[src/include/exec_settings.svh]
`ifndef EXEC_SETTINGS_SVH
`define EXEC_SETTINGS_SVH

// datapath
`define XLEN 32
`define REG_COUNT 32
`define TAG_W 16 // stands in for the debug pc

// queues and pipes
`define RESULT_QUEUE_DEPTH 2
`define MUL_STAGES 3

// common data bus
`define FU_COUNT 3 // alu0, alu1, mul
`define CDB_COUNT 2 // dual commit

`endif

[src/source/exec_pkg.sv]
`include "exec_settings.svh"

package exec_pkg;

    typedef logic [`XLEN-1:0] word_t;
    typedef logic [$clog2(`REG_COUNT)-1:0] reg_idx_t;
    typedef logic [`TAG_W-1:0] tag_t;

    typedef enum logic [2:0] {
        ALU_ADD = 3'd0,
        ALU_SUB = 3'd1,
        ALU_AND = 3'd2,
        ALU_OR  = 3'd3,
        ALU_XOR = 3'd4,
        ALU_SLL = 3'd5,
        ALU_SRL = 3'd6,
        ALU_SLT = 3'd7  // signed compare
    } alu_op_e;

    // issued op, operands already read
    typedef struct packed {
        alu_op_e  op;    // mul lane ignores this
        word_t    src_a;
        word_t    src_b;
        reg_idx_t dest;
        tag_t     tag;
    } issue_pkt_t;

    // one result on the bus
    typedef struct packed {
        word_t    w_data;
        reg_idx_t dest;
        tag_t     tag;
    } cdb_pkt_t;

endpackage

[src/source/alu_exec.sv]
`include "exec_settings.svh"

module alu_exec
    import exec_pkg::*;
(
    input  logic       aclk,
    input  logic       rst_n_i,
    input  logic       valid_i,
    input  issue_pkt_t pkt_i,
    output logic       ready_o,
    output logic       valid_o,
    output cdb_pkt_t   result_o,
    input  logic       ready_i
);

    localparam int SHAMT_W = $clog2(`XLEN);

    word_t    alu_res;
    logic     valid_q;
    cdb_pkt_t result_q;

    always_comb begin
        case (pkt_i.op)
            ALU_ADD: alu_res = pkt_i.src_a + pkt_i.src_b;
            ALU_SUB: alu_res = pkt_i.src_a - pkt_i.src_b;
            ALU_AND: alu_res = pkt_i.src_a & pkt_i.src_b;
            ALU_OR:  alu_res = pkt_i.src_a | pkt_i.src_b;
            ALU_XOR: alu_res = pkt_i.src_a ^ pkt_i.src_b;
            ALU_SLL: alu_res = pkt_i.src_a << pkt_i.src_b[SHAMT_W-1:0];
            ALU_SRL: alu_res = pkt_i.src_a >> pkt_i.src_b[SHAMT_W-1:0];
            ALU_SLT: alu_res = {{(`XLEN-1){1'b0}}, $signed(pkt_i.src_a) < $signed(pkt_i.src_b)};
            default: alu_res = '0;
        endcase
    end

    // output reg empty or leaving this cycle
    assign ready_o = !valid_q || ready_i;

    always_ff @(posedge aclk or negedge rst_n_i) begin
        if (!rst_n_i) begin
            valid_q <= 1'b0;
        end else if (ready_o) begin
            valid_q <= valid_i;
        end
    end

    always_ff @(posedge aclk) begin
        if (valid_i && ready_o) begin
            result_q.w_data <= alu_res;
            result_q.dest   <= pkt_i.dest;
            result_q.tag    <= pkt_i.tag;
        end
    end

    assign valid_o  = valid_q;
    assign result_o = result_q;

    // queue may stall us, result must not change meanwhile
    a_hold_result: assert property (@(posedge aclk) disable iff (!rst_n_i)
        valid_o && !ready_i |=> valid_o && $stable(result_o));

endmodule

[config.mk]
export PLATFORM = sky130hd
export DESIGN_NAME = alu_exec
export DESIGN_NICKNAME = d
export VERILOG_FILES = /design/src/source/exec_pkg.sv /design/src/source/alu_exec.sv
export VERILOG_INCLUDE_DIRS = /design/src /design/src/include
export SDC_FILE = /design/constraint.sdc
export NUM_CORES = 1
export LEC_CHECK = 0
export ABC_AREA = 0
export ABC_CLOCK_PERIOD_IN_PS = 2600
export BUFFER_PORTS_ARGS = -buffer_cell sky130_fd_sc_hd__buf_2
export CAP_MARGIN = 20
export CORE_ASPECT_RATIO = 0.75
export CORE_MARGIN = 2
export CORE_UTILIZATION = 60
export CTS_CLUSTER_DIAMETER = 40
export DETAILED_ROUTE_END_ITERATION = 16
export PLACE_DENSITY = 0.83
export REMOVE_ABC_BUFFERS = 1
export SYNTH_ARGS = -nofsm -noshare
export SYNTH_HDL_FRONTEND = slang
export SYNTH_SLANG_ARGS = --single-unit
[constraint.sdc]
create_clock -name aclk -period 2.6 [get_ports aclk]
set_clock_uncertainty 0.1 [all_clocks]
set_input_delay 0.26 -clock aclk [delete_from_list [all_inputs] [get_ports aclk]]
set_output_delay 0.26 -clock aclk [all_outputs]
set_load 0.05 [all_outputs]
==> out/metrics.json, run 1 <==
{
  "synth_area_per_cell_um2": 7.62,
  "globalRoute.totalOverflow": 5,
  "core.rowCount": 40,
  "place_ws_ps": -833,
  "postSynthRegisterBits": 54,
  "pin_count": 147,
  "clock_tree.htree_level_count": 2,
  "post_synth_main_area_contributors": "sky130_fd_sc_hd__edfxtp_1 (16%), sky130_fd_sc_hd__ha_1 (13%), sky130_fd_sc_hd__a21oi_1 (7.2%), sky130_fd_sc_hd__o21ai_0 (6.0%), sky130_fd_sc_hd__mux2i_1 (5.0%)",
  "detailedPlacementHpwl_mm": 34.6,
  "clock-sinks": 54,
  "wire_length_of_the_first_global_routing_pass_mm": 103,
  "cts_made_buffers": 5,
  "globalRouteTotalUtil_pct": 80.1,
  "yosys.area.top_type_share_pct": 16.4,
  "ys_warn_count": 0,
  "synth-seq-area-share_pct": 16.7,
  "grt_start_max_net_pins": 76,
  "first_global_vias": 17100,
  "buffer_ports.inserted": 146,
  "finalWeightedCongestion": 1.25,
  "clock_buffer_depth": 2,
  "start_util_pct": 60.9,
  "synth.lib_cells_used.distinct": 76,
  "dominantRegCellSynth": "sky130_fd_sc_hd__edfxtp_1",
  "outcome.stop_stage": "5_1_grt",
  "die_w_um": 151,
  "clock_tree.root_cell": "sky130_fd_sc_hd__clkbuf_16",
  "chipHeight_um": 114,
  "status": "did not finish",
  "syn-cell-area_um2": 9700,
  "synthesis.instances": 1272,
  "synth-edff-count": 53,
  "flow.first_error": "[ERROR GRT-0116] Global routing finished with congestion. Check the congestion regions in the DRC Viewer.",
  "synthArstFlopShare_pct": 1.85,
  "synth.largest_area_cell": "sky130_fd_sc_hd__edfxtp_1"
}
[synth_stat cells, types with 14 or more instances]
| library cell | count |
|---|---|
| sky130_fd_sc_hd__a211oi_1 | 23 |
| sky130_fd_sc_hd__a31oi_1 | 14 |
| sky130_fd_sc_hd__ha_1 | 97 |
| sky130_fd_sc_hd__o211ai_1 | 19 |
| sky130_fd_sc_hd__nor2_1 | 103 |
| sky130_fd_sc_hd__edfxtp_1 | 53 |
| sky130_fd_sc_hd__inv_1 | 91 |
| sky130_fd_sc_hd__o21ai_0 | 117 |
| sky130_fd_sc_hd__nand2b_1 | 15 |
| sky130_fd_sc_hd__xnor2_1 | 23 |
| sky130_fd_sc_hd__buf_2 | 20 |
| sky130_fd_sc_hd__mux2i_1 | 48 |
| sky130_fd_sc_hd__nand3_1 | 26 |
| sky130_fd_sc_hd__a21oi_1 | 139 |
| sky130_fd_sc_hd__o22ai_1 | 31 |
| sky130_fd_sc_hd__a21o_1 | 17 |
| sky130_fd_sc_hd__o31ai_1 | 16 |
| sky130_fd_sc_hd__mux4_2 | 21 |
| sky130_fd_sc_hd__nor3_1 | 21 |
| sky130_fd_sc_hd__nand2_1 | 93 |
| sky130_fd_sc_hd__nor4_1 | 14 |
| sky130_fd_sc_hd__a22oi_1 | 29 |
| sky130_fd_sc_hd__clkbuf_1 | 45 |
| sky130_fd_sc_hd__buf_1 | 14 |
[logic make-up after synthesis]
group / synth area share [%]
AOI/OAI and AO/OA: 33.7
and+or+nand+nor: 14.8
buffers and inverters: 8.12
adders and majority gates: 13.0
muxes: 11.2
DFF: 16.7
xor gates and xnor gates: 2.53
[metal layers]
metal | global-route usage, % | GRT overflow
met5 | 60.3 | 0
met4 | 70.4 | 3
met3 | 74.3 | 0
met2 | 90.0 | 2
met1 | 81.0 | 0
[what timing repair did]
action | CTS
gates resized for setup | 152
endpoints found under the setup margin | 32
setup buffers | 17
hold buffers | 1
endpoints found under the hold margin | 1
pin swaps | 57
cloned | 1
[through the flow]
step                      instance area [um2]  std cells  setup TNS [ps]  hold slack [ps]
after floorplan                          9280       1181          -43880             -136
after global placement                  13100       1914          -17080            -65.2
after detailed placement                13100       1914          -20610            -63.9
after CTS                               14100       1939            -512             27.9
==> inputs of run 2 (changes only) <==
--- a/config.mk
+++ b/config.mk
@@ -10,12 +10,10 @@
 export ABC_CLOCK_PERIOD_IN_PS = 2600
 export BUFFER_PORTS_ARGS = -buffer_cell sky130_fd_sc_hd__buf_2
 export CAP_MARGIN = 20
-export CORE_ASPECT_RATIO = 0.75
 export CORE_MARGIN = 2
-export CORE_UTILIZATION = 60
-export CTS_CLUSTER_DIAMETER = 40
+export CORE_UTILIZATION = 40
 export DETAILED_ROUTE_END_ITERATION = 16
-export PLACE_DENSITY = 0.83
+export PLACE_DENSITY_LB_ADDON = 0.15
 export REMOVE_ABC_BUFFERS = 1
 export SYNTH_ARGS = -nofsm -noshare
 export SYNTH_HDL_FRONTEND = slang
==> out/metrics.json, run 2 <==
{
  "route.antenna.remaining_nets": 0,
  "synth.lib_cells_used.distinct": 76,
  "status": "finished, violations left",
  "place_ws_ps": -899,
  "power.leakage_nw": 7.02,
  "area_growth_pct": 59.1,
  "max_slew.worst_pin.slew_ps": 707,
  "ys_warn_count": 0,
  "grt_antenna_before_repair": 1,
  "critical_path.endpoint_type": "flip-flop",
  "clock_tree.htree_level_count": 2,
  "post_synth_main_area_contributors": "sky130_fd_sc_hd__edfxtp_1 (16%), sky130_fd_sc_hd__ha_1 (13%), sky130_fd_sc_hd__a21oi_1 (7.2%), sky130_fd_sc_hd__o21ai_0 (6.0%), sky130_fd_sc_hd__mux2i_1 (5.0%)",
  "global_route.usage.met3_pct": 7.19,
  "post_layout_instance_count_excluding_filler_cells": 2129,
  "routed_vias_inst": 6.06,
  "clock_tree_from_tritoncts": "built",
  "report.power.total_mw": 5.43,
  "drive_gt1_share_pct": 44.3,
  "synth-seq-area-share_pct": 16.7,
  "synthArstFlopShare_pct": 1.85,
  "setup.worst_path.start_class": "input pin",
  "grtUsageMet1_pct": 53.1,
  "layout_common_cells": "sky130_fd_sc_hd__buf_4 (442), sky130_fd_sc_hd__buf_2 (133), sky130_fd_sc_hd__a21oi_1 (126)",
  "globalRoute.totalOverflow": 0,
  "core_area_um2": 23600,
  "reg_to_reg_setup_timing_slack_ps": 1200,
  "critical_path.slowest_cell": "sky130_fd_sc_hd__fa_2",
  "slew_viol_final": 0,
  "cts_made_buffers": 5,
  "detailedPlacementHpwl_mm": 37.3,
  "clock_tree.root_cell": "sky130_fd_sc_hd__clkbuf_16",
  "synthTopCellsByCount": "sky130_fd_sc_hd__a21oi_1 (139), sky130_fd_sc_hd__o21ai_0 (117), sky130_fd_sc_hd__nor2_1 (103)",
  "reg2reg_end": "result_o[2]",
  "synth.largest_area_cell": "sky130_fd_sc_hd__edfxtp_1",
  "vias": 12900,
  "grt_start_max_net_pins": 75,
  "die_area_um2": 25500,
  "setup.worst_path.end": "result_o[33]",
  "final_min_period_over_clock_period_pct": 106,
  "start_util_pct": 41.1,
  "clkSlewWorstSetupHoldPaths_ps": 90,
  "critPathMaxFanout": 3,
  "wire_length_of_the_first_global_routing_pass_mm": 73.6,
  "worst_ep_required_time_ps": 2560,
  "finalWeightedCongestion": 1.01,
  "pin_count": 147,
  "final-hold-violation-count": 0,
  "grt_most_used_layer": "met2",
  "power-per-cell-area_nw_per_um2": 352,
  "timing.fmax_mhz": 361,
  "failed_checks": "negative setup slack",
  "dominantRegCellSynth": "sky130_fd_sc_hd__edfxtp_1",
  "finalWorstPathRequiredPeriod_ps": 2770,
  "globalRouteTotalUtil_pct": 37.6,
  "regArea_um2": 1620,
  "buffer_ports.inserted": 146,
  "reg2regPathDepth": 3,
  "clk-insertion-delay-late_ps": 300,
  "layout.cells.most_common": "sky130_fd_sc_hd__buf_4",
  "critical_path.max_stage_delay_ps": 370,
  "place_inst": 2079,
  "finalWirelength_mm": 50.1,
  "yosys.area.top_type_share_pct": 16.4,
  "worst_ir_drop_vdd_mv": 0.278,
  "die_w_um": 160,
  "setup_slack_ps": -168,
  "worst-endpoint-arrival_ps": 2730,
  "worst_hold_slack_ps": 15.6,
  "setup.worst_path.start": "pkt_i[53]",
  "timing.setup.critical_path_class": "in -> reg",
  "first_global_vias": 12100,
  "crit_path_cell_trace": "buf_8 > inv_4 > ha_4 > fa_2 > o21bai_4 > a211o_1 > a21oi_4 > buf_6 > o31a_1 > o31a_2 > o21ai_2 > a21oi_2 > xnor2_2 > o221ai_2",
  "global_route.usage.met2_pct": 57.8,
  "grt_setup_unrepaired": "yes",
  "final.fill_count": 2064,
  "drc": 0,
  "postSynthRegisterBits": 54,
  "drt_pre_antenna_iters": 8,
  "min-delay-path-class": "in -> reg",
  "detail_route.wl_per_cell_um": 23.5,
  "synth-edff-count": 53,
  "synthesis.instances": 1272,
  "clock_buffer_depth": 2,
  "clock-sinks": 54,
  "largest_register_ffs": 53,
  "initialDrtViolationCount": 1504,
  "r2r_start": "valid_o",
  "area_occupied_by_multi_input_gates_um2": 8150,
  "final_nets": 1999,
  "setup_violations": 15,
  "synth_area_per_cell_um2": 7.62,
  "syn-cell-area_um2": 9700,
  "chipHeight_um": 160,
  "max-cap-violations": 0,
  "core.rowCount": 56,
  "count_leader_synth": "sky130_fd_sc_hd__a21oi_1",
  "relSlewSlack_pct": 52.7
}
run 2: cell counts after synthesis:
No cell type changed its count.
run 2: per-layer routing:
metal / wire, um / vias up
met2: 21900 / 875
met4: 1410 / 0
met3: 5810 / 100
li1: - / 5844
met1: 21000 / 6075
met5: 0 / -
run 2: worst min-delay path by stage:
stage              start      endpoint  slack [ps]  cells past startpoint
6_report       pkt_i[18]  result_o[18]          20                      1
4_1_cts        pkt_i[18]  result_o[18]          20                      1
5_1_grt         pkt_i[7]   result_o[7]          20                      1
3_5_place_dp     rst_n_i       valid_o         -60                      1
3_3_place_gp     rst_n_i       valid_o         -70                      1
2_1_floorplan    rst_n_i       valid_o        -140                      0
run 2: layout make-up:
| cell class | count | share of cell area (%) |
|---|---|---|
| Antenna cell | 1 | 0.0162 |
| Clock buffer | 6 | 0.900 |
| Clock inverter | 2 | 0.105 |
| Inverter | 98 | 2.58 |
| Multi-Input combinational cell | 1029 | 52.8 |
| Sequential cell | 54 | 10.5 |
| Tap cell | 319 | 2.59 |
| Timing Repair Buffer | 620 | 30.5 |
run 2: logic make-up after synthesis:
kind of cell	after synthesis	share of synthesized area, %
compound gates	507	33.7
simple gates	313	14.8
buf+inv	189	8.12
fa+ha+maj	100	13.0
mux	81	11.2
flops	54	16.7
xor+xnor	28	2.53
run 2: repair_timing:
action,in CTS,in global routing
setup endpoints to repair,28,27
hold endpoints to repair,1,0
pin swaps,61,65
gates resized for setup,163,105
setup buffers,23,16
hold buffers,1,0
gates cloned,5,0
run 2: power by group:
| group | leakage [nW] | total, mW | internal, mW | switching [mW] |
|---|---|---|---|---|
| Combinational | 6.43 | 3.58 | 1.56 | 2.02 |
| Clock | 0.0735 | 0.773 | 0.390 | 0.383 |
| Sequential | 0.522 | 1.08 | 1.05 | 0.0257 |
| Total | 7.02 | 5.43 | 3.00 | 2.43 |
run 2: worst max-delay path, delay by kind of cell:
| kind | cells | cell delay (ps) |
|---|---|---|
| AOI/OAI and AO/OA | 8 | 1510 |
| adders and majority gates | 2 | 520 |
| buffers and inverters | 3 | 250 |
| xor gates and xnor gates | 1 | 200 |
run 2: stage by stage:
stage          area [um2]  utilization (%)  setup TNS (ps)
3_3_place_gp        13700             58.2          -18440
5_1_grt             15400             65.3           -2260
4_1_cts             14900             63.1            -483
6_report            15400             65.3           -1340
2_1_floorplan        9280                -          -43880
3_5_place_dp        13700             58.2          -19590
Note: power is estimated with default switching activity, not from simulation.
==> inputs of run 3 (changes only) <==
--- a/config.mk
+++ b/config.mk
@@ -8,11 +8,11 @@
 export LEC_CHECK = 0
 export ABC_AREA = 0
 export ABC_CLOCK_PERIOD_IN_PS = 2600
-export BUFFER_PORTS_ARGS = -buffer_cell sky130_fd_sc_hd__buf_2
 export CAP_MARGIN = 20
 export CORE_MARGIN = 2
 export CORE_UTILIZATION = 40
 export DETAILED_ROUTE_END_ITERATION = 16
+export DONT_BUFFER_PORTS = 1
 export PLACE_DENSITY_LB_ADDON = 0.15
 export REMOVE_ABC_BUFFERS = 1
 export SYNTH_ARGS = -nofsm -noshare
==> out/metrics.json, run 3 (synthesis gave the netlist of run 2 again) <==
{
  "globalRoute.totalOverflow": 0,
  "routed_vias_inst": 6.22,
  "globalRouteTotalUtil_pct": 33.4,
  "grt_start_max_net_pins": 94,
  "initialDrtViolationCount": 1396,
  "post_layout_instance_count_excluding_filler_cells": 1823,
  "area_growth_pct": 32.7,
  "power.leakage_nw": 5.46,
  "chipHeight_um": 160,
  "timing.fmax_mhz": 373,
  "final_min_period_over_clock_period_pct": 103,
  "setup_slack_ps": -81.3,
  "cts_made_buffers": 5,
  "layout.cells.most_common": "sky130_fd_sc_hd__buf_4",
  "final_nets": 1694,
  "core_area_um2": 23600,
  "worst_ir_drop_vdd_mv": 0.323,
  "grt_antenna_before_repair": 0,
  "dpl_cell_area_um2": 11800,
  "pin_count": 147,
  "clk-insertion-delay-late_ps": 300,
  "min-delay-path-class": "in -> async",
  "start_util_pct": 41.1,
  "vias": 11300,
  "critical_path.endpoint_type": "flip-flop",
  "power-per-cell-area_nw_per_um2": 364,
  "finalWirelength_mm": 44.3,
  "clock_tree.htree_level_count": 2,
  "clock_tree.root_cell": "sky130_fd_sc_hd__clkbuf_16",
  "relSlewSlack_pct": 34.9,
  "route.antenna.remaining_nets": 0,
  "max-cap-violations": 0,
  "drc": 0,
  "worst_ep_required_time_ps": 2570,
  "worst-endpoint-arrival_ps": 2650,
  "die_w_um": 160,
  "final-hold-violation-count": 0,
  "max_slew.worst_pin.slew_ps": 968,
  "timing.setup.critical_path_class": "in -> reg",
  "setup.worst_path.start_class": "input pin",
  "buffer_ports.inserted": 0,
  "grt_setup_unrepaired": "yes",
  "final_design_area_no_fill_um2": 12900,
  "clkSlewWorstSetupHoldPaths_ps": 90,
  "place_inst": 1783,
  "finalWeightedCongestion": 1.02,
  "die_area_um2": 25500,
  "antenna-diode-count": 0,
  "layout_common_cells": "sky130_fd_sc_hd__buf_4 (283), sky130_fd_sc_hd__a21oi_1 (131), sky130_fd_sc_hd__nor2_1 (97)",
  "failed_checks": "negative setup slack",
  "slew_viol_final": 0,
  "critPathMaxFanout": 7,
  "clock_tree_from_tritoncts": "built",
  "status": "finished, violations left",
  "clock_buffer_depth": 2,
  "detail_route.wl_per_cell_um": 24.3,
  "clock-sinks": 54,
  "core.rowCount": 56,
  "largest_register_ffs": 53,
  "detailedPlacementHpwl_mm": 34.0,
  "drt_pre_antenna_iters": 5,
  "first_global_vias": 10900,
  "setup_violations": 10,
  "drive_gt1_share_pct": 28.0,
  "finalWorstPathRequiredPeriod_ps": 2680,
  "wire_length_of_the_first_global_routing_pass_mm": 66.0
}
## run 3: where the power goes
group,internal (mW),switching (mW)
logic,1.19,1.41
clock network,0.390,0.379
registers,1.06,0.267
## run 3: final cells by class
| cell class | instances | area, um2 |
|---|---|---|
| multi-input cells | 1029 | 7840 |
| fillers | 2253 | 10700 |
| well taps | 319 | 399 |
| clock buffers | 6 | 139 |
| inverters | 98 | 382 |
| flip-flops and latches | 54 | 1620 |
| repair buffers | 315 | 2480 |
| clock inverters | 2 | 16.3 |
## run 3: stage by stage
step / utilization, % / setup slack, ps / TNS, ps / power [mW] / hold WS [ps]
after floorplan: - / -1340 / -43880 / 2.58 / -136
after global placement: 50.2 / -659 / -10730 / 3.63 / -136
after detailed placement: 50.2 / -761 / -12370 / 3.63 / -136
after CTS: 53.6 / -127 / -272 / 4.55 / 54.0
after global routing: 54.5 / -175 / -1240 / 4.90 / 61.4
final: 54.5 / -81.3 / -460 / 4.69 / 62.4
## run 3: worst paths after layout
kind / start / to / slack, ps / cells past startpoint
min in group aclk: pkt_i[23] / result_o[43] / 190 / 2
max reg2reg: valid_o / result_o[2] / 740 / 4
min: rst_n_i / valid_o / 60 / 1
max: pkt_i[54] / result_o[50] / -80 / 11
min reg2reg: valid_o / valid_o / 950 / 3
max in group asynchronous: rst_n_i / valid_o / 2240 / 1
## run 3: per-layer routing
metal  wire length, um  up-vias  GRT usage [%]  part of all wire, %
met5                 0        -              0                    0
met4              1370        0           9.83                  3.1
met3              5050       94           9.01                   11
met2             19100      674           50.9                   43
met1             18800     5344           46.3                   42
li1                  -     5224              -                    -
## run 3: timing repair
action | in CTS | in global routing
pin swaps | 34 | 42
gates resized for setup | 86 | 46
hold buffers | 23 | 0
endpoints found under the setup margin | 21 | 21
buffers inserted | 9 | 5
hold endpoints to repair | 23 | 0
## run 3: worst max-delay path: stages
cell and delay [ps]:
sky130_fd_sc_hd__clkinvlp_4 100, sky130_fd_sc_hd__ha_4 300, sky130_fd_sc_hd__nor2_4 40, sky130_fd_sc_hd__o311ai_4 280
sky130_fd_sc_hd__nand3_2 170, sky130_fd_sc_hd__a32oi_4 380, sky130_fd_sc_hd__o21ai_4 130, sky130_fd_sc_hd__a2111o_1 460
sky130_fd_sc_hd__a311o_1 340, sky130_fd_sc_hd__o21ai_1 120, sky130_fd_sc_hd__o21ai_1 70
