$ cat config.mk
export PLATFORM = sky130hd
export DESIGN_NAME = cdb_arbiter
export DESIGN_NICKNAME = d
export VERILOG_FILES = /design/src/source/exec_pkg.sv /design/src/source/cdb_arbiter.sv
export VERILOG_INCLUDE_DIRS = /design/src /design/src/include
export SDC_FILE = /design/constraint.sdc
export NUM_CORES = 1
export LEC_CHECK = 0
export ABC_AREA = 1
export BUFFER_PORTS_ARGS = -buffer_cell sky130_fd_sc_hd__clkbuf_2
export CORE_UTILIZATION = 42
export DETAILED_ROUTE_END_ITERATION = 10
export PLACE_DENSITY = 0.85
export SLEW_MARGIN = 20
export SYNTH_ARGS = -nofsm -noshare
export SYNTH_HDL_FRONTEND = slang
export SYNTH_SLANG_ARGS = --single-unit
$ cat constraint.sdc
create_clock -name aclk -period 2.4 [get_ports aclk]
set_input_delay 0.24 -clock aclk [delete_from_list [all_inputs] [get_ports aclk]]
set_output_delay 0.24 -clock aclk [all_outputs]
set_load 0.01 [all_outputs]
$ cat src/include/exec_settings.svh
`ifndef EXEC_SETTINGS_SVH
`define EXEC_SETTINGS_SVH

// datapath
`define XLEN 32
`define REG_COUNT 32
`define TAG_W 16 // stands in for the debug pc

// queues and pipes
`define RESULT_QUEUE_DEPTH 2
`define MUL_STAGES 3

// common data bus
`define FU_COUNT 3 // alu0, alu1, mul
`define CDB_COUNT 2 // dual commit

`endif

$ cat src/source/exec_pkg.sv
`include "exec_settings.svh"

package exec_pkg;

    typedef logic [`XLEN-1:0] word_t;
    typedef logic [$clog2(`REG_COUNT)-1:0] reg_idx_t;
    typedef logic [`TAG_W-1:0] tag_t;

    typedef enum logic [2:0] {
        ALU_ADD = 3'd0,
        ALU_SUB = 3'd1,
        ALU_AND = 3'd2,
        ALU_OR  = 3'd3,
        ALU_XOR = 3'd4,
        ALU_SLL = 3'd5,
        ALU_SRL = 3'd6,
        ALU_SLT = 3'd7  // signed compare
    } alu_op_e;

    // issued op, operands already read
    typedef struct packed {
        alu_op_e  op;    // mul lane ignores this
        word_t    src_a;
        word_t    src_b;
        reg_idx_t dest;
        tag_t     tag;
    } issue_pkt_t;

    // one result on the bus
    typedef struct packed {
        word_t    w_data;
        reg_idx_t dest;
        tag_t     tag;
    } cdb_pkt_t;

endpackage

$ cat src/source/cdb_arbiter.sv
`include "exec_settings.svh"

module cdb_arbiter
    import exec_pkg::*;
(
    input  logic                           aclk,
    input  logic                           rst_n_i,
    input  logic     [`FU_COUNT-1:0]       src_valid_i,
    input  cdb_pkt_t [`FU_COUNT-1:0]       src_pkt_i,
    output logic     [`FU_COUNT-1:0]       src_ready_o,
    output logic     [`CDB_COUNT-1:0]      slot_valid_o,
    output cdb_pkt_t [`CDB_COUNT-1:0]      slot_pkt_o
);

    localparam int SRC_W = $clog2(`FU_COUNT);
    localparam int CNT_W = $clog2(`CDB_COUNT + 1);

    logic [SRC_W-1:0]     ptr_q;   // first source to look at
    logic [SRC_W-1:0]     nxt_ptr;
    logic [SRC_W-1:0]     sel [`CDB_COUNT];
    logic [`FU_COUNT-1:0] grant;
    logic [CNT_W-1:0]     gnt_cnt;

    always_comb begin
        int unsigned idx;
        int unsigned n;
        grant   = '0;
        nxt_ptr = ptr_q;
        n       = 0;
        for (int s = 0; s < `CDB_COUNT; s++) begin
            sel[s] = '0;
        end
        // rotate from ptr_q and take the first valid ones
        for (int k = 0; k < `FU_COUNT; k++) begin
            idx = ptr_q + k;
            if (idx >= `FU_COUNT) idx = idx - `FU_COUNT;
            if (src_valid_i[idx] && n < `CDB_COUNT) begin
                grant[idx] = 1'b1;
                sel[n]     = SRC_W'(idx);
                nxt_ptr    = (idx == `FU_COUNT - 1) ? '0 : SRC_W'(idx + 1);
                n          = n + 1;
            end
        end
        gnt_cnt = CNT_W'(n);
    end

    assign src_ready_o = grant; // pop on the same edge

    always_ff @(posedge aclk or negedge rst_n_i) begin
        if (!rst_n_i) begin
            ptr_q        <= '0;
            slot_valid_o <= '0;
        end else begin
            ptr_q <= nxt_ptr;
            for (int s = 0; s < `CDB_COUNT; s++) begin
                slot_valid_o[s] <= (gnt_cnt > CNT_W'(s)); // slots fill in order
            end
        end
    end

    always_ff @(posedge aclk) begin
        for (int s = 0; s < `CDB_COUNT; s++) begin
            slot_pkt_o[s] <= src_pkt_i[sel[s]];
        end
    end

    // each filled slot holds a different source
    a_distinct_grant: assert property (@(posedge aclk) disable iff (!rst_n_i)
        $countones(grant) == gnt_cnt);

endmodule

* Word level (Yosys, flattened, before mapping) *
Cells that the tools add are included.

word-level totals
  register bits = 110
  latch bits = 0
  bits in writable memories = 0
  bits in read-only memories = 0
  input port bits = 164
  output and inout port bits = 111
  logic and storage cells = 92
  memories kept = 0

operators by class
  add/subtract/negate cells = 10
  multipliers = 0
  div/mod/pow operators = 0
  $lt $le $gt $ge = 19
  eq/ne operators = 3
  shift-type cells = 0
  multiplexer cells = 40
  bitwise logic cells = 4
  reductions and logical operators = 8

operator list
  cell                                                                                  number
  53-bit binary-select mux with 2-bit select                                            2
  32-bit 2-to-1 mux                                                                     4
  53-bit 2-to-1 mux                                                                     2
  32-bit by 2-bit == test with 1-bit output, second input constant                      3
  32-bit by 1-bit greater-or-equal comparator with 1-bit output, second input constant  3
  32-bit by 3-bit < comparator with 1-bit output, second input constant                 3
  33-bit by 2-bit greater-or-equal comparator with 1-bit output, second input constant  2
  33-bit by 1-bit < comparator with 1-bit output, second input constant                 2
  32-bit NOT with 33-bit output                                                         2
  32-bit by 2-bit < comparator with 1-bit output, second input constant                 2
  32-bit by 1-bit adder with 32-bit output, second input constant                       1
  2-bit 2-to-1 mux                                                                      10
  3-bit 2-to-1 mux                                                                      3
  2-bit by 1-bit adder with 2-bit output, second input constant                         4
  4-bit bitwise mux                                                                     2
  4-bit 2-to-1 mux                                                                      2
  3-bit by 2-bit subtractor with 4-bit output, second input constant                    2
  1-bit logical AND                                                                     7
  1-bit 2-to-1 mux                                                                      7
  1-bit binary-select mux with 2-bit select                                             3
  1-bit demux with 2-bit select                                                         3
  3-bit by 2-bit greater-or-equal comparator with 1-bit output, second input constant   2
  2-bit by 3-bit < comparator with 1-bit output, second input constant                  2
  3-bit OR                                                                              2
  7 further kinds                                                                       9

* Logic depth before layout (Yosys ltp) *
Gate-level depths: netlist of the first run.

  depth after elaboration = 17
  depth in mapped cells = 18

* Worst setup path before layout of the first run *
OpenSTA, ideal clock, no wires.

  path kind = register to register
  start point = register ptr_q[0]
  end point = register slot_pkt_o[10] (netlist bit)
  data arrival time = 2.336 ns
  data required time = 2.287 ns
  slack = -0.050 ns
  cell stages (with the launch flop) = 19
  buffers on the path = 2
  period minus slack after synthesis = 2.450 ns
  cell sequence = dfrtp_1 -> inv_1 -> ha_1 -> buf_6 -> inv_2 -> nand2_1 -> nand3_1 -> nand2_2 -> inv_2 -> ha_1 -> inv_1 -> nand2_2 -> nor2_8 -> nand4_4 -> nand2_2 -> buf_2 -> nand2_1 -> nand3_1 -> nand2_1

on the way
  word-level cells in the longest chain between the ends = 17

ends and longest elaborated chain
  item                                                                                                                                                          line               text
  start, declared                                                                                                                                               cdb_arbiter.sv:18  logic [SRC_W-1:0] ptr_q;
  start signal, assigned                                                                                                                                        cdb_arbiter.sv:54  ptr_q <= nxt_ptr;
  2-bit by 2-bit subtractor with 3-bit output (no source line) / 2-bit greater-or-equal comparator (equally long branches)                                      n/a
  32-bit 2-to-1 mux                                                                                                                                             cdb_arbiter.sv:36  if (idx >= `FU_COUNT) idx = idx - `FU_COUNT;
  1-bit binary-select mux with 2-bit select                                                                                                                     cdb_arbiter.sv:37  if (src_valid_i[idx] && n < `CDB_COUNT) begin
  1-bit 2-to-1 mux (implied by the code)                                                                                                                        cdb_arbiter.sv:37
  1-bit 2-to-1 mux                                                                                                                                              cdb_arbiter.sv:37
  32-bit by 2-bit < comparator with 1-bit output (no source line)                                                                                               n/a
  1-bit logical AND (no source line)                                                                                                                            n/a
  32-bit 2-to-1 mux                                                                                                                                             cdb_arbiter.sv:37
  32-bit NOT with 33-bit output (implied by the code)                                                                                                           cdb_arbiter.sv:39  sel[n] = SRC_W'(idx);
  33-bit by 2-bit greater-or-equal comparator with 1-bit output (implied by the code) / 33-bit by 1-bit < comparator with 1-bit output (equally long branches)  cdb_arbiter.sv:39
  1-bit logical AND (implied by the code)                                                                                                                       cdb_arbiter.sv:39
  2-bit 2-to-1 mux (implied by the code)                                                                                                                        cdb_arbiter.sv:39
  2-bit demux with 1-bit select                                                                                                                                 cdb_arbiter.sv:39
  4-bit bitwise mux                                                                                                                                             cdb_arbiter.sv:39
  4-bit 2-to-1 mux (*)                                                                                                                                          cdb_arbiter.sv:37
  53-bit binary-select mux with 2-bit select (*)                                                                                                                cdb_arbiter.sv:63  slot_pkt_o[s] <= src_pkt_i[sel[s]];
  53-bit 2-to-1 mux (implied by the code) (*)                                                                                                                   cdb_arbiter.sv:63
  end signal, assigned by index                                                                                                                                 cdb_arbiter.sv:63
  end, declared                                                                                                                                                 cdb_arbiter.sv:12  output cdb_pkt_t [`CDB_COUNT-1:0] slot_pkt_o

Mark *: on every way between the ends. The rest lies on a longest branch, timed or not. The select of a mux whose other input is x is not followed.
A chain may end at the register's enable or synchronous reset.

* Worst setup path after layout of the first run *
  start point = register ptr_q[0]
  end point = output port src_ready_o[0]

on the way
  word-level cells in the longest chain between the ends = 11

ends and longest elaborated chain
  item                                                                                                        line               text
  2-bit by 2-bit subtractor with 3-bit output (no source line), or another cell as far along                  n/a
  32-bit 2-to-1 mux, or another cell as far along                                                             cdb_arbiter.sv:36
  1-bit binary-select mux with 2-bit select, or another cell as far along                                     cdb_arbiter.sv:37
  1-bit 2-to-1 mux (implied by the code), or another cell as far along                                        cdb_arbiter.sv:37
  1-bit 2-to-1 mux, or another cell as far along                                                              cdb_arbiter.sv:37
  32-bit by 2-bit < comparator with 1-bit output (no source line), or another cell as far along               n/a
  1-bit logical AND (no source line), or another cell as far along                                            n/a
  32-bit 2-to-1 mux / 3-bit OR (equally long branches)                                                        n/a
  32-bit by 2-bit < comparator with 1-bit output (no source line) / 3-bit 2-to-1 mux (equally long branches)  n/a
  1-bit logical AND (no source line) / 3-bit OR (equally long branches)                                       n/a
  3-bit 2-to-1 mux (*)                                                                                        cdb_arbiter.sv:37
  end, declared                                                                                               cdb_arbiter.sv:10  output logic [`FU_COUNT-1:0] src_ready_o,

Marks and branches as above.

==> flow_summary.ini, run 1 <==
[run_status]
status = complete, but fails checks
violations = setup timing

[drt]
vias = 7092
firstDrtPassIters = 6
antenna_left = 0
drt_iter0_markers = 768
wl_per_cell_um = 15.6
route.detailed.drc = 0
wl_um = 21000
vias_per_cell = 5.25

[logic_synthesis]
synth_enable_flop_cells = 0
syn_nets = 1056
yosysTopAreaCell = dfxtp_1
seq_area_frac_synth = 0.386
netlist_instances = 887
ys_async_sr_fraction = 0.0364
yosysWarnings = 0
syn-cell-area_um2 = 5750
synth_area_leaders = dfxtp_1 37%, nand3_1 24%, nand2_1 19%, inv_1 7.3%, buf_2 3.5%
ys_seq_elements = 110
synth_area_per_cell_um2 = 6.49
synthFlopType = dfxtp_1
synth.distinct_cells = 31
yosysTopAreaCellShare = 0.369

[critical_path]
cp_cell_sequence = inv_1 -> ha_4 -> o21ai_2 -> nand2_2 -> inv_4 -> ha_4 -> inv_4 -> nand2_4 -> nor2_8 -> buf_6 -> nand2_2 -> nand3b_1 -> buf_2
crit_start = ptr_q[0]$_DFFE_PN0P_
start_kind = register
cp_data_arrival_time_ns = 2.21
worstPathRequired_ns = 2.16
crit_type = reg2out
cp_max_fo = 4
slowest_stage = dfrtp_1
path_buf_inv = 5
critPathCaptureType = output port
cp_slowest_stage_delay_ns = 0.40
critPathTopFamily = buffers and inverters
r2r-start = ptr_q[0]$_DFFE_PN0P_

[clock_tree]
h-tree-depth = 3
insertion_delay_ns = 0.35
cts_tree = built
clk_pin_slew_ns = 0.08
clockBufferDepth = 2
cts_sinks = 110
root_buffer = clkbuf_16
numCtsBuffers = 9

[placement]
dpl.hpwl_um = 13600
gp_congestion = 0.958
placed_area_um2 = 7500
port_buffers = 274
pre_cts_slack_ns = -0.124

[sta]
setup_tns_ns = -0.254
slew_violations = 0
skew_ns = 0.0100
fin_ws_ns = -0.0546
rsz0062_at_grt = yes
hold_violations = 0
holdWs_ns = 0.0964
relSlewSlack = 0.753
period_share = 1.02
max_freq_mhz = 407
finalSetupViolCount = 21
worst_pin_slew_ns = 0.369
min_period_ns = 2.45

[finish]
stdcell_area_um2 = 8150
diodes = 0
fin_nets = 1338
area_growth_syn_to_layout_pct = 41.7
final_layout_size_suffix_gt1_frac = 0.325

[floorplan]
die_w_um = 119
fp.dieH_um = 119
core_um2 = 13300
start_util = 0.433
die_area_um2 = 14200
io_pins = 275
rows = 42

[min_path]
hp-class = in2reg
worstHoldStart = src_pkt_i[113]

[power]
powerDensity_nw_per_um2 = 1940
max-vdd-ir-drop_mv = 1.28
p_leak_nw = 4.75
total_power_mw = 15.8

[flow_run]
cap_viol_max_count = 0

[grt]
antenna_found_initial = 0
grt_start_max_net_pins = 54
track_usage = 0.272
overflow = 0
grt_pass1_vias = 6491
grt_pass1_wl_um = 30700
Yosys cell counts (2+ instances only):
library cell / instances
o21ai_0: 2
ha_1: 5
buf_6: 2
clkbuf_1: 9
nor2_1: 4
o21ai_1: 2
nand2_1: 287
buf_2: 40
nor2_2: 2
nand3b_1: 2
dfrtp_1: 4
nand3_1: 275
inv_2: 8
buf_4: 4
nand3_4: 2
dfxtp_1: 106
inv_1: 112
nand2_2: 8
stage by stage:
| step | cells | utilization |
|---|---|---|
| global placement | 1318 | 0.564 |
| finish | 1350 | 0.613 |
| global route | 1350 | 0.613 |
| CTS | 1340 | 0.598 |
| detailed placement | 1318 | 0.564 |
| floorplan | 887 | - |
final cells by class:
type / count / area [um2]
Sequential cell: 110 / 2220
Clock inverter: 5 / 80.1
Clock buffer: 11 / 253
Fill cell: 1181 / 5140
Timing Repair Buffer: 327 / 2040
Inverter: 121 / 469
Tap cell: 176 / 220
Multi-Input combinational cell: 600 / 2870
flip-flops by register name (all words and copies together) (netlist names):
name / cells
slot_valid_o: 2
slot_pkt_o: 106
ptr_q: 2
timing repair:
| action | CTS | global route |
|---|---|---|
| hold endpoints to repair | 4 | 0 |
| setup buffers | 5 | 2 |
| hold buffers | 1 | 0 |
| pin swaps | 8 | 3 |
| setup endpoints to repair | 56 | 102 |
| cloned | 0 | 8 |
| resized for setup | 17 | 9 |
worst min-delay path: cells and delay by family:
family | cells | cell delay, ns
buf+inv | 1 | 0.09
simple gates | 2 | 0.10
cells in the final DEF (no fill, tap or decap), types with 4 or more instances in the layout:
master and instances:
nand2_1 283, nand3_1 273, clkbuf_2 273, inv_1 110, dfxtp_1 106, buf_4 28
clkbuf_16 14, buf_12 12, nand2_2 10, buf_6 7, inv_2 6, inv_4 4
nor2_1 4, dfrtp_1 4
layer usage:
| metal | share of wire | global-route usage |
|---|---|---|
| met1 | 0.36 | 0.313 |
| met2 | 0.49 | 0.475 |
| met3 | 0.11 | 0.0541 |
| met4 | 0.046 | 0.143 |
| met5 | 0 | 0 |
cell families (layout without fill, tap and decap cells):
group	count (synthesis)	in the layout	share of synthesized area
AND/OR/NAND/NOR	585	586	0.460
buffers and inverters	178	464	0.131
flip-flops	110	110	0.386
AO/OA/AOI/OAI	9	9	0.0117
adder cells (fa/ha/maj)	5	5	0.0109
power breakdown:
part	leakage (nW)	switching (mW)	internal, mW
registers	0.942	0.306	2.97
clock network	0.166	0.692	0.974
logic	3.64	6.55	4.34
total	4.75	7.54	8.29
worst paths after layout:
path / slack [ns] / cells past startpoint / to
setup reg to reg: -0.03 / 17 / slot_pkt_o[43]$_DFF_P_
min in group asynchronous: 0.22 / 2 / ptr_q[1]$_DFFE_PN0P_
max in group asynchronous: 2.06 / 2 / slot_valid_o[0]$_DFF_PN0_
hold reg to reg: 0.72 / 3 / ptr_q[0]$_DFFE_PN0P_
hold / removal: 0.1 / 3 / slot_pkt_o[7]$_DFF_P_
setup / recovery: -0.05 / 13 / src_ready_o[0]
Power figures use the tool's default switching activity.
==> run 2: changes to the inputs <==
--- a/config.mk
+++ b/config.mk
@@ -8,6 +8,7 @@
 export LEC_CHECK = 0
 export ABC_AREA = 1
 export BUFFER_PORTS_ARGS = -buffer_cell sky130_fd_sc_hd__clkbuf_2
+export CORE_MARGIN = 3
 export CORE_UTILIZATION = 42
 export DETAILED_ROUTE_END_ITERATION = 10
 export PLACE_DENSITY = 0.85
==> flow_summary.ini, run 2 (synthesis gave the netlist of run 1 again) <==
[finish]
nFillCells = 1223
reg.largest.list = slot_pkt_o x106, ptr_q x2, slot_valid_o x2
final_cell_mix = 283 x nand2_1, 274 x nand3_1, 272 x clkbuf_2
largest_register_ffs = 106
fin_nets = 1340
regMostFlops = slot_pkt_o
area_growth_syn_to_layout_pct = 41.3
final_layout_size_suffix_gt1_frac = 0.325
diodes = 0
final_common_cell = nand2_1

[floorplan]
start_util = 0.433
die_w_um = 123
rows = 42
fp.dieH_um = 123
io_pins = 275
die_area_um2 = 15100
core_um2 = 13300

[sta]
max_freq_mhz = 412
slew_violations = 0
relSlewSlack = 0.760
period_share = 1.01
finalSetupViolCount = 5
hold_violations = 0
fin_ws_ns = -0.0287
min_period_ns = 2.43
worst_pin_slew_ns = 0.357
setup_tns_ns = -0.0916
rsz0062_at_grt = yes
skew_ns = 0.00548

[run_status]
status = complete, but fails checks
violations = setup timing

[placement]
gp_congestion = 0.937
port_buffers = 274
dpl.hpwl_um = 14400
pre_cts_slack_ns = -0.0899

[min_path]
hp-class = in2reg
hold_depth = 3

[drt]
route.detailed.drc = 0
wl_um = 20800
wl_per_cell_um = 15.4
drt_iter0_markers = 677
vias_per_cell = 5.24
antenna_left = 0
vias = 7089
firstDrtPassIters = 6

[clock_tree]
clockBufferDepth = 2
cts_sinks = 110
cts_tree = built
insertion_delay_ns = 0.34
h-tree-depth = 3
clk_pin_slew_ns = 0.07
numCtsBuffers = 9
root_buffer = clkbuf_16

[critical_path]
cp_max_fo = 4
rr_worst_depth = 15
start_kind = register
worstPathRequired_ns = 2.16
cp_data_arrival_time_ns = 2.19
critPathCaptureType = output port
crit_type = reg2out

[power]
max-vdd-ir-drop_mv = 0.956
powerDensity_nw_per_um2 = 1920
p_leak_nw = 4.73
total_power_mw = 15.6

[grt]
grt_start_max_net_pins = 54
overflow = 0
track_usage = 0.257
grt_pass1_wl_um = 30900
antenna_found_initial = 0
grt_pass1_vias = 6484

[flow_run]
cap_viol_max_count = 0
==> run 2: cell count changes in the layout (fill, tap and decap cells not counted), sizes merged <==
cell / before / now
buf: 48 / 54
bufinv: 2 / 1
clkbuf: 289 / 288
clkinv: 3 / 2
clkinvlp: 0 / 1
inv: 121 / 120
nand2: 297 / 296
==> run 2: worst paths after layout <==
kind	slack, ns	endpoint	startpoint
setup / recovery	-0.03	src_ready_o[1]	ptr_q[1]$_DFFE_PN0P_
hold / removal	0.11	slot_pkt_o[35]$_DFF_P_	src_pkt_i[141]
setup reg to reg	-0.02	slot_pkt_o[8]$_DFF_P_	ptr_q[1]$_DFFE_PN0P_
hold reg to reg	0.67	ptr_q[0]$_DFFE_PN0P_	ptr_q[0]$_DFFE_PN0P_
max in group asynchronous	2.04	ptr_q[1]$_DFFE_PN0P_	rst_n_i
min in group asynchronous	0.23	ptr_q[0]$_DFFE_PN0P_	rst_n_i
==> run 2: repair_timing <==
item	4_1_cts	5_1_grt
resized for setup	11	19
endpoints found under the setup margin	77	109
buffers inserted	4	3
pin swaps	3	6
hold buffers	1	0
cloned	0	3
hold endpoints to repair	4	0
==> run 2: final cells by class <==
class                      count  area (um2)  share of cell area
sequential                   110        2220               0.274
clock buffer                  13         260              0.0320
inverter                     121         469              0.0577
timing repair buffer         330        2050               0.252
clock inverter                 3        42.5             0.00523
multi-input combinational    599        2860               0.352
tap                          176         220              0.0271
==> run 2: critical path, stage by stage (launching register included) <==
cell,delay (ns)
dfrtp_2,0.44
ha_4,0.30
inv_2,0.04
nand2_2,0.05
nand3_2,0.08
nand2_2,0.11
inv_4,0.04
ha_4,0.17
inv_4,0.06
nand2_4,0.05
nor2_8,0.09
buf_6,0.12
nand2_2,0.05
nand3b_1,0.10
buf_2,0.14
==> run 2: stage by stage <==
stage          hold slack, ns  utilization  std cells  instance area, um2
2_1_floorplan         -0.0556            -        887                5810
3_3_place_gp           0.0475        0.571       1326                7590
3_5_place_dp           0.0508        0.571       1326                7590
4_1_cts                0.0909        0.600       1346                7970
5_1_grt                0.0987        0.611       1352                8130
6_report                0.108        0.611       1352                8130
==> run 2: where the power goes <==
group	internal, mW	switching, mW	leakage [nW]
clock	0.867	0.664	0.146
combinational	4.34	6.46	3.65
sequential	2.97	0.306	0.941
total	8.17	7.43	4.73
==> run 2: per-layer routing <==
| metal | share of wire | routed length (um) | vias to the layer above | global-route usage |
|---|---|---|---|---|
| met4 | 0.033 | 695 | 0 | 0.115 |
| met3 | 0.10 | 2140 | 73 | 0.0489 |
| met2 | 0.49 | 10200 | 480 | 0.438 |
| li1 | - | - | 3363 | - |
| met5 | 0 | 0 | - | 0 |
| met1 | 0.37 | 7780 | 3173 | 0.315 |
